<file path="src/cvt_settings.svh">
// ----------------------------------------------------------
// tile geometry for the ifmap column-to-channel converter
// stream word width, lanes, tile size, buffer address width
// ----------------------------------------------------------

`ifndef CVT_SETTINGS_SVH
`define CVT_SETTINGS_SVH

// one pixel per byte lane
`define CVT_BYTE_W      8
// byte lanes per word, also channels per output group
`define CVT_LANES       8
`define CVT_WORD_W      64

// tile is 16 channels by 4 column words of 8 pixels
`define CVT_TILE_CH     16
`define CVT_COL_WORDS   4
`define CVT_CH_GROUPS   2

// 64 words in, 64 words out
`define CVT_TILE_WORDS  64
`define CVT_ADDR_W      6

`endif
</file>
<file path="src/cvt_pkg.sv">
// ----------------------------------------------------------
// shared types for the ifmap converter
// stream word union, decoded by pixel or by channel
// ----------------------------------------------------------

`include "cvt_settings.svh"

package cvt_pkg;

	// ----------------------------------------------------------
	// stream word
	// ----------------------------------------------------------
	// input side: pixel j of one channel sits in lanes[7-j]
	// output side: channel g*8+k of one pixel sits in lanes[7-k]
	// lanes[7] is the most significant byte of raw
	typedef union packed {
		logic [`CVT_WORD_W-1:0] raw;
		logic [`CVT_LANES-1:0][`CVT_BYTE_W-1:0] lanes;
	} stream_word_u;

endpackage

</file>
<file path="src/ifmap_converter.sv">
// ----------------------------------------------------------
// ifmap converter top
// column-order tiles in, channel-order words out
// producer, one-tile buffer, transposing consumer
// ----------------------------------------------------------

`timescale 1ns/1ns
`include "cvt_settings.svh"

module ifmap_converter
	import cvt_pkg::*;
(
	input  logic clk,
	input  logic reset,
	// input stream, eight pixels of one channel per word
	input  logic [`CVT_WORD_W-1:0] in_data,
	input  logic in_empty_n,
	output logic in_read,
	// output stream, one pixel of eight channels per word
	input  logic out_full_n,
	output logic [`CVT_WORD_W-1:0] out_data,
	output logic out_last,
	output logic out_write
);

	// producer to buffer
	logic wr_en;
	logic [`CVT_ADDR_W-1:0] wr_addr;
	stream_word_u wr_data;
	logic fill_done;

	// buffer to consumer
	logic tile_valid;
	logic [$clog2(`CVT_COL_WORDS)-1:0] rd_col;
	logic [$clog2(`CVT_CH_GROUPS)-1:0] rd_group;
	stream_word_u rd_words [0:`CVT_LANES-1];
	logic drain_done;

	tile_writer writer_i (
		.clk(clk),
		.reset(reset),
		.in_data(in_data),
		.in_empty_n(in_empty_n),
		.in_read(in_read),
		.tile_valid(tile_valid),
		.wr_en(wr_en),
		.wr_addr(wr_addr),
		.wr_data(wr_data),
		.fill_done(fill_done)
	);

	tile_buffer buffer_i (
		.clk(clk),
		.reset(reset),
		.wr_en(wr_en),
		.wr_addr(wr_addr),
		.wr_data(wr_data),
		.fill_done(fill_done),
		.rd_col(rd_col),
		.rd_group(rd_group),
		.rd_words(rd_words),
		.drain_done(drain_done),
		.tile_valid(tile_valid)
	);

	transpose_reader reader_i (
		.clk(clk),
		.reset(reset),
		.tile_valid(tile_valid),
		.rd_words(rd_words),
		.rd_col(rd_col),
		.rd_group(rd_group),
		.drain_done(drain_done),
		.out_full_n(out_full_n),
		.out_data(out_data),
		.out_last(out_last),
		.out_write(out_write)
	);

endmodule

</file>
<file path="src/transpose_reader.sv">
// ----------------------------------------------------------
// tile consumer
// walks the stored tile by column word, pixel and channel
// group, transposes bytes and drives the output stream
// ----------------------------------------------------------

`timescale 1ns/1ns
`include "cvt_settings.svh"

module transpose_reader
	import cvt_pkg::*;
(
	input  logic clk,
	input  logic reset,
	// buffer side
	input  logic tile_valid,
	input  stream_word_u rd_words [0:`CVT_LANES-1],
	output logic [$clog2(`CVT_COL_WORDS)-1:0] rd_col,
	output logic [$clog2(`CVT_CH_GROUPS)-1:0] rd_group,
	output logic drain_done,
	// output stream, FIFO style
	input  logic out_full_n,
	output stream_word_u out_data,
	output logic out_last,
	output logic out_write
);

	localparam int PIX_W = $clog2(`CVT_LANES);
	localparam int COL_W = $clog2(`CVT_COL_WORDS);
	localparam int GRP_W = $clog2(`CVT_CH_GROUPS);

	// nested counters, group fastest, column word slowest
	logic [GRP_W-1:0] grp_cnt;
	logic [PIX_W-1:0] pix_cnt;
	logic [COL_W-1:0] col_cnt;
	logic grp_wrap;
	logic pix_wrap;
	logic col_wrap;
	logic last_pos;
	// all 64 words of this tile went into the output register
	logic tile_loaded;
	logic load;
	logic out_xfer;
	logic [PIX_W-1:0] lane_sel;
	stream_word_u packed_word;

	assign grp_wrap = (grp_cnt == GRP_W'(`CVT_CH_GROUPS - 1));
	assign pix_wrap = (pix_cnt == PIX_W'(`CVT_LANES - 1));
	assign col_wrap = (col_cnt == COL_W'(`CVT_COL_WORDS - 1));
	assign last_pos = grp_wrap & pix_wrap & col_wrap;

	assign out_xfer = out_write & out_full_n;
	// register empty or emptying this cycle, and words left in the tile
	assign load = tile_valid & ~tile_loaded & (~out_write | out_full_n);
	assign drain_done = out_xfer & out_last;

	assign rd_col = col_cnt;
	assign rd_group = grp_cnt;

	// ----------------------------------------------------------
	// transpose
	// ----------------------------------------------------------
	// pixel p lives in lane 7-p of each channel word
	assign lane_sel = PIX_W'(`CVT_LANES - 1) - pix_cnt;

	// channel k of the group goes to lane 7-k
	always_comb begin
		for (int k = 0; k < `CVT_LANES; k++) begin
			packed_word.lanes[`CVT_LANES-1-k] = rd_words[k].lanes[lane_sel];
		end
	end

	// ----------------------------------------------------------
	// address walk
	// ----------------------------------------------------------
	always_ff @(posedge clk or posedge reset) begin
		if (reset) begin
			grp_cnt <= '0;
			pix_cnt <= '0;
			col_cnt <= '0;
		end else if (load) begin
			grp_cnt <= grp_wrap ? '0 : grp_cnt + 1'b1;
			if (grp_wrap) begin
				pix_cnt <= pix_wrap ? '0 : pix_cnt + 1'b1;
				if (pix_wrap) begin
					col_cnt <= col_wrap ? '0 : col_cnt + 1'b1;
				end
			end
		end
	end

	// stop after the 64th word until the tile is handed back
	always_ff @(posedge clk or posedge reset) begin
		if (reset) begin
			tile_loaded <= 1'b0;
		end else if (drain_done) begin
			tile_loaded <= 1'b0;
		end else if (load && last_pos) begin
			tile_loaded <= 1'b1;
		end
	end

	// ----------------------------------------------------------
	// output register
	// ----------------------------------------------------------
	// holds word and last under back-pressure
	always_ff @(posedge clk or posedge reset) begin
		if (reset) begin
			out_write <= 1'b0;
			out_last <= 1'b0;
		end else if (load) begin
			out_write <= 1'b1;
			out_last <= last_pos;
		end else if (out_xfer) begin
			out_write <= 1'b0;
			out_last <= 1'b0;
		end
	end

	always_ff @(posedge clk) begin
		if (load) begin
			out_data <= packed_word;
		end
	end

endmodule

</file>
<file path="src/tile_buffer.sv">
// ----------------------------------------------------------
// single-tile storage
// word write port from the producer, eight-word group read
// for the consumer, tile-valid flag between the two
// ----------------------------------------------------------

`timescale 1ns/1ns
`include "cvt_settings.svh"

module tile_buffer
	import cvt_pkg::*;
(
	input  logic clk,
	input  logic reset,
	// write side
	input  logic wr_en,
	input  logic [`CVT_ADDR_W-1:0] wr_addr,
	input  stream_word_u wr_data,
	input  logic fill_done,
	// read side
	input  logic [$clog2(`CVT_COL_WORDS)-1:0] rd_col,
	input  logic [$clog2(`CVT_CH_GROUPS)-1:0] rd_group,
	output stream_word_u rd_words [0:`CVT_LANES-1],
	input  logic drain_done,
	// full tile present, owned by the consumer
	output logic tile_valid
);

	localparam int LANE_W = $clog2(`CVT_LANES);

	// word of channel ch, column word c at ch*4 + c
	stream_word_u mem [0:`CVT_TILE_WORDS-1];

	// ----------------------------------------------------------
	// storage
	// ----------------------------------------------------------
	always_ff @(posedge clk) begin
		if (wr_en) begin
			mem[wr_addr] <= wr_data;
		end
	end

	// ----------------------------------------------------------
	// group read
	// ----------------------------------------------------------
	// one word from each channel of the group, same column word
	// address is {group, channel in group, column word}
	always_comb begin
		for (int k = 0; k < `CVT_LANES; k++) begin
			rd_words[k] = mem[{rd_group, LANE_W'(k), rd_col}];
		end
	end

	// ----------------------------------------------------------
	// ownership flag
	// ----------------------------------------------------------
	// set by the last write, cleared by the last output transfer
	always_ff @(posedge clk or posedge reset) begin
		if (reset) begin
			tile_valid <= 1'b0;
		end else if (drain_done) begin
			tile_valid <= 1'b0;
		end else if (fill_done) begin
			tile_valid <= 1'b1;
		end
	end

endmodule

</file>
<file path="src/tile_writer.sv">
// ----------------------------------------------------------
// tile producer
// reads the channel-major input stream, one tile at a time,
// and writes each word to the tile buffer
// ----------------------------------------------------------

`timescale 1ns/1ns
`include "cvt_settings.svh"

module tile_writer
	import cvt_pkg::*;
(
	input  logic clk,
	input  logic reset,
	// input stream, FIFO style
	input  stream_word_u in_data,
	input  logic in_empty_n,
	output logic in_read,
	// buffer hand-back, high while the consumer owns the tile
	input  logic tile_valid,
	// buffer write port
	output logic wr_en,
	output logic [`CVT_ADDR_W-1:0] wr_addr,
	output stream_word_u wr_data,
	output logic fill_done
);

	// word counter, channel-major so it is the buffer address
	logic [`CVT_ADDR_W-1:0] word_cnt;
	logic xfer;
	logic tile_end;

	// a word moves when we read and the source is not empty
	assign xfer = in_read & in_empty_n;
	// last word of the tile, channel 15 column word 3
	assign tile_end = (word_cnt == `CVT_ADDR_W'(`CVT_TILE_WORDS - 1));

	// ----------------------------------------------------------
	// read request
	// ----------------------------------------------------------
	// drops on the last transfer so no 65th word is taken,
	// then waits for the consumer to release the buffer
	always_ff @(posedge clk or posedge reset) begin
		if (reset) begin
			in_read <= 1'b0;
		end else if (xfer && tile_end) begin
			in_read <= 1'b0;
		end else begin
			in_read <= ~tile_valid;
		end
	end

	// ----------------------------------------------------------
	// address counter
	// ----------------------------------------------------------
	always_ff @(posedge clk or posedge reset) begin
		if (reset) begin
			word_cnt <= '0;
		end else if (xfer) begin
			// wrap for the next tile
			if (tile_end) begin
				word_cnt <= '0;
			end else begin
				word_cnt <= word_cnt + 1'b1;
			end
		end
	end

	// write in the same cycle as the transfer
	assign wr_en = xfer;
	assign wr_addr = word_cnt;
	assign wr_data = in_data;
	// pulse with the final write, buffer flags the tile on this edge
	assign fill_done = xfer & tile_end;

endmodule

</file>
<file path="config.mk">
export PLATFORM = sky130hd
export DESIGN_NAME = ifmap_converter
export DESIGN_NICKNAME = d
export VERILOG_FILES = /design/src/cvt_pkg.sv /design/src/ifmap_converter.sv /design/src/transpose_reader.sv /design/src/tile_buffer.sv /design/src/tile_writer.sv
export VERILOG_INCLUDE_DIRS = /design/src
export SDC_FILE = /design/constraint.sdc
export NUM_CORES = 2
export LEC_CHECK = 0
export BUFFER_PORTS_ARGS = -buffer_cell sky130_fd_sc_hd__buf_2
export CAP_MARGIN = 40
export CORE_UTILIZATION = 55
export CTS_CLUSTER_DIAMETER = 30
export DETAILED_ROUTE_END_ITERATION = 10
export MAX_ROUTING_LAYER = met4
export PLACE_DENSITY = 0.76
export SLEW_MARGIN = 20
export SYNTH_ARGS = -nofsm -noshare
export SYNTH_HDL_FRONTEND = slang
export SYNTH_SLANG_ARGS = --single-unit
</file>
<file path="constraint.sdc">
create_clock -name clk -period 14.1 [get_ports clk]
set_input_delay 0 -clock clk [delete_from_list [all_inputs] [get_ports clk]]
set_output_delay 0 -clock clk [all_outputs]
set_load 0.1 [all_outputs]
</file>
# --- Word level (Yosys, flattened, before mapping) ---
# Memories as Yosys holds them, arrays and structs flattened.
# Index checks and enable logic that the tools add are counted.
# Widths: inputs -> output; s select.
word_totals:
  reg_bits: 81
  ram_bits: 4096
  n_memories: 1
memory_table:
  columns: ["memory", "words", "width", "rd", "rd_clocked_by_memory_dff", "wr", "line_no", "rtl"]
  rows:
  - ["buffer_i.mem", 64, 64, 8, 0, 1, "tile_buffer.sv:32", "stream_word_u mem [0:`CVT_TILE_WORDS-1];"]
classes:
  addsub: 5
  n_lt_le_gt_ge: 1
  eq_ne: 3
  n_mux: 30
  n_bitwise: 12
  reduce_logical: 7
ops:
  columns: ["cell", "n"]
  rows:
  - ["$bmux 8 s3", 8]
  - ["$mux 8", 8]
  - ["$mux 1", 11]
  - ["$and 1x1->1", 8]
  - ["$add 6x1->6 const B", 1]
  - ["$eq 6x6->1 const B", 1]
  - ["$mux 6", 1]
  - ["$reduce_bool 2->1", 3]
  - ["$lt 3x4->1 const B", 1]
  - ["$add 3x1->3 const B", 1]
  - ["$eq 3x3->1 const B", 1]
  - ["$mux 3", 1]
  - ["$not 1->1", 3]
  - ["$reduce_and 3->1", 1]
  - ["$sub 3x3->3 const A", 1]
  - ["$add 2x1->2 const B", 1]
  - ["$eq 2x2->1 const B", 1]
  - ["$logic_and 1x1->1", 2]
  - ["$mux 2", 1]
  - ["$reduce_and 2->1", 1]
  - ["$add 1x1->1 const B", 1]
  - ["$or 1x1->1", 1]

# --- Longest topological paths before layout ---
logic_depth:
  ltp_word: 6
  depth_mapped: 9

# --- Cells and area by module ---
# From an unflattened synthesis, not the netlist that was laid out.
unflattened:
  hier_cells: 6444
  area_unflattened_um2: 160831.8
modules_own_cells:
  columns: ["module", "instances", "cells_each", "area_per_inst_um2"]
  rows:
  - ["tile_buffer", 1, 6019, 153850.1]
  - ["transpose_reader", 1, 328, 6170.9]
  - ["tile_writer", 1, 97, 810.8]

# --- Worst setup path after synthesis ---
# No wires, ideal clock.
synth_path:
  path_type: "flip-flop to flip-flop"
  startpoint: "register writer_i.in_read"
  endpoint: "memory buffer_i.mem[24][0] in the netlist's numbering (enable)"
  setup_ps: 645
  arrival_ps: 7564
  t_required_ps: 13455
  path_slack_ps: 5891
  stages_incl_launch_ff: 4
  path_buffers: 0
  period_less_slack_ps: 8209
  cell_sequence: "dfrtp_1 and3_1 nand3_1 nor4_1"
synth_between:
  elab_chain_cells: 3
synth_lines:
  columns: ["item", "line_no", "rtl"]
  rows:
  - ["start, declared", "tile_writer.sv:18", "output logic in_read,"]
  - ["start signal, assigned", "tile_writer.sv:49", "in_read <= ~tile_valid;"]
  - ["$and 1x1->1", "tile_writer.sv:34", "assign xfer = in_read & in_empty_n;"]
  - ["$mux 1", "tile_buffer.sv:38", "if (wr_en) begin"]
  - ["$mux 1 (implied by the code)", "tile_buffer.sv:39", "mem[wr_addr] <= wr_data;"]
  - ["end, declared", "tile_buffer.sv:32", null]
# No other way between the ends.

==> results.md <==
* Status: finished clean
* Total grt overflow at 0
* CTS root buf: clkbuf_16
* Vias in the first global route at 86300
* # fillers at 16000
* Sequential area share after synthesis at 79.84%
* Crit start category: register
* Final Wtd Congestion at 0.8370
* Number of synthesized flops with an enable pin at 4160
* Clock sink count at 4177
* H-tree depth at 6
* Synth Area per Inst at 23.85 um^2
* WP data required at 14.78 ns
* Syn-to-layout area delta at 19.22%
* CP Max Fanout at 45
* Final Hold Viols at 0
* Detail Placement HPWL at 228.9 mm
* CP endpoint kind: register
* I/O Pins at 135
* Ys Warns at 0
* Hold Path Class: input pin to register
* Unique masters post-synth at 41
* Layout cells sized above 1 at 32.94%
* GRT Util Overall at 34.59%
* Async set or reset register ratio after synthesis at 0.4070%
* Core Rows at 195
* Leakage at 58.32 nW
* Clk_skew at 0.05470 ns
* Slew of the pin with the lowest slew margin at 1.131 ns
* Largest area contributor in the netlist: edfxtp_1
* Die width at 536.3 um
* Worst-Skew Late Latency at 0.94 ns
* Reg2reg setup slack at 9.31 ns
* CTS Buf Count at 592
* DIE AREA at 287600 um^2
* Placeable Area at 283000 um^2
* Arr. time, crit path at 5.47 ns
* #FFs+latches synth at 4177
* Min Tclk post-route at 4.789 ns
* Via density at 7.305
* PwrDens at 179.8 nW/um^2
* Net switching power at 9.123 mW
* Clk buf depth at 4
* Final #Nets at 7427
* Worst path most repeated cell: buf_4
* Clock slew at reported path FFs at 0.06 ns
* Internal power at 24.54 mW
* Drt wl/cell at 42.95 um
* Worst path cell trace: buf_4, buf_16, buf_4, buf_4, buf_16, mux4_2, o221ai_1, a21oi_1, o211a_1
* Unrepaired setup endpoints after global routing: no
* Fmax at 208.8 MHz
* # DRC at 0
* MaxCap Viol Count at 0
* Post-Syn Area at 157000 um^2
* Setup TNS at 0 ns
* Area share of the leading cell type in the synthesized netlist at 79.57%
* Switching Fraction at 27.10%
* First-pass GRT wire length at 665.1 mm
* Most common cell after layout, fill and taps aside: edfxtp_1
* Commonest cells after routing, fill and taps aside: edfxtp_1, mux4_2, clkbuf_16, a22oi_1, buf_4
* Clock share of power at 45.7%
* Most used DFF post-synth: edfxtp_1
* Seq pwr share at 42.9%
* Post-synthesis net count at 6656
* Post-Synthesis Cells at 6584
* Critical-path top delay cell: dfrtp_4
* Synth top area cells: edfxtp_1, mux4_2, a22oi_1
* # setup viols final at 0
* Die Span Y at 536.3 um
* Worst vdd ir at 0.0002128 V
* Crit path kind: register to register
* Pre-Repair DR Iteration Count at 8
* Slew headroom at 24.62%
* Largest net degree at the start of global routing at 133
* Initial antenna violation count at 50
* Worst r2r src: reader_i.rd_col[1]
* Gate power share at 11.4%
* R2R cell count at 9
* Crit path to: reader_i.out_data[5]
* Period utilization at 33.96%
* Fin util at 66.13%
* Crit. Startpoint: reader_i.rd_col[1]
* Max Slew Vio Count at 0
* Remaining antenna violation count at 0
* Detailed Route Iter0 Violations at 17140
* IO buf count at 134
* Worst reg2reg path endpoint: reader_i.out_data[5]
* Initial cell density of the core at 55.47%
* Min-Delay Startpoint: in_data[6]
* Wirelength, routed at 499.0 mm
* Vias at 84880
* CTS tree: built
* Slowest stage delay, CP at 0.90 ns
registers in the layout, indices dropped and copies added, names as in the netlist:
signal / flops
buffer_i.mem: 4096
buffer_i.tile_valid: 1
reader_i.out_data: 64
reader_i.out_last: 1
reader_i.out_write: 1
reader_i.pix_cnt: 3
reader_i.rd_col: 2
reader_i.rd_group: 1
reader_i.tile_loaded: 1
writer_i.in_read: 1
writer_i.wr_addr: 6
how the worst min path moves through the flow:
| stage | to | slack [ns] | depth (start not counted) |
|---|---|---|---|
| floorplan | buffer_i.tile_valid | -0.07 | 1 |
| global placement | reader_i.rd_group | 0.22 | 2 |
| detailed placement | reader_i.out_last | 0.23 | 2 |
| CTS | buffer_i.mem[28][48] | 0.02 | 2 |
| global route | buffer_i.mem[17][6] | 0.04 | 3 |
| finish | buffer_i.mem[17][6] | 0.06 | 3 |
worst max-delay path, delay by kind of cell, from the launching register on:
family / cells / cell delay, ns
compound gates: 3 / 0.71
buf+inv: 5 / 2.26
flops: 1 / 0.90
mux: 1 / 0.56
through the flow:
stage / std cells / power [mW] / hold WS (ns) / cell area (um^2) / setup slack [ns]
2_1_floorplan: 6584 / 16.30 / -0.07393 / 157000 / 5.891
4_1_cts: 11540 / 33.30 / 0.02165 / 186200 / 9.090
3_5_place_dp: 10390 / 18.10 / 0.2252 / 165200 / 9.279
6_report: 11620 / 33.66 / 0.05709 / 187200 / 9.311
3_3_place_gp: 10300 / 17.89 / 0.2192 / 162900 / 9.139
5_1_grt: 11610 / 34.04 / 0.04080 / 187100 / 9.007
power groups by stage:
stage                     Clock [mW]  Sequential, mW  Combinational, mW
after floorplan                    0            14.7               1.55
after global placement             0            14.6               3.29
after detailed placement           0            14.6               3.48
after CTS                       15.3            14.4               3.62
after global routing            15.8            14.4               3.80
final                           15.4            14.4               3.85
per-layer routing:
metal | track usage, % | share of wire [%]
met4 | 21.67 | 7.7
met2 | 52.65 | 47
met5 | - | 0
met1 | 41.65 | 30
met3 | 8.875 | 15
cell families (layout without fill, tap and decap cells):
kind of cell / count (synthesis) / in the layout / share of synthesized area (%)
simple gates: 340 / 340 / 1.007
fa+ha+maj: 4 / 4 / 0.03188
buf+inv: 385 / 1642 / 1.140
flops: 4177 / 4177 / 79.84
mux: 1091 / 1091 / 15.12
xor+xnor: 4 / 4 / 0.02231
other cells: 0 / 35 / 0
compound gates: 583 / 583 / 2.844
timing repair:
item | in CTS | in global routing
buffers inserted | 0 | 0
hold buffers | 70 | 0
resized for setup | 0 | 0
hold endpoints to repair | 3989 | 0
layout make-up:
| cell class | count | area, um^2 | area share [%] |
|---|---|---|---|
| Antenna cell | 35 | 87.58 | 0.04679 |
| Clock buffer | 652 | 15280 | 8.165 |
| Clock inverter | 428 | 4969 | 2.655 |
| Inverter | 5 | 21.27 | 0.01136 |
| Multi-Input combinational cell | 2022 | 30460 | 16.27 |
| Sequential cell | 4177 | 125400 | 66.98 |
| Tap cell | 3743 | 4683 | 2.502 |
| Timing Repair Buffer | 557 | 6312 | 3.372 |
synth_stat cells (all sizes together), types with 2 or more instances:
| cell type | instances |
|---|---|
| a211oi | 13 |
| a21oi | 53 |
| a221oi | 12 |
| a22oi | 244 |
| and2 | 3 |
| and3 | 2 |
| buf | 235 |
| clkbuf | 145 |
| dfrtp | 17 |
| edfxtp | 4160 |
| ha | 4 |
| inv | 5 |
| mux2 | 3 |
| mux2i | 64 |
| mux4 | 1024 |
| nand2 | 30 |
| nand2b | 6 |
| nand3 | 127 |
| nand3b | 9 |
| nand4 | 2 |
| nor2 | 133 |
| nor2b | 7 |
| nor3 | 5 |
| nor4 | 2 |
| o211a | 64 |
| o21ai | 2 |
| o221ai | 116 |
| o22ai | 76 |
| or2 | 7 |
| or3 | 2 |
| or3b | 4 |
| xnor2 | 4 |
(Power assumes the default switching activity.)
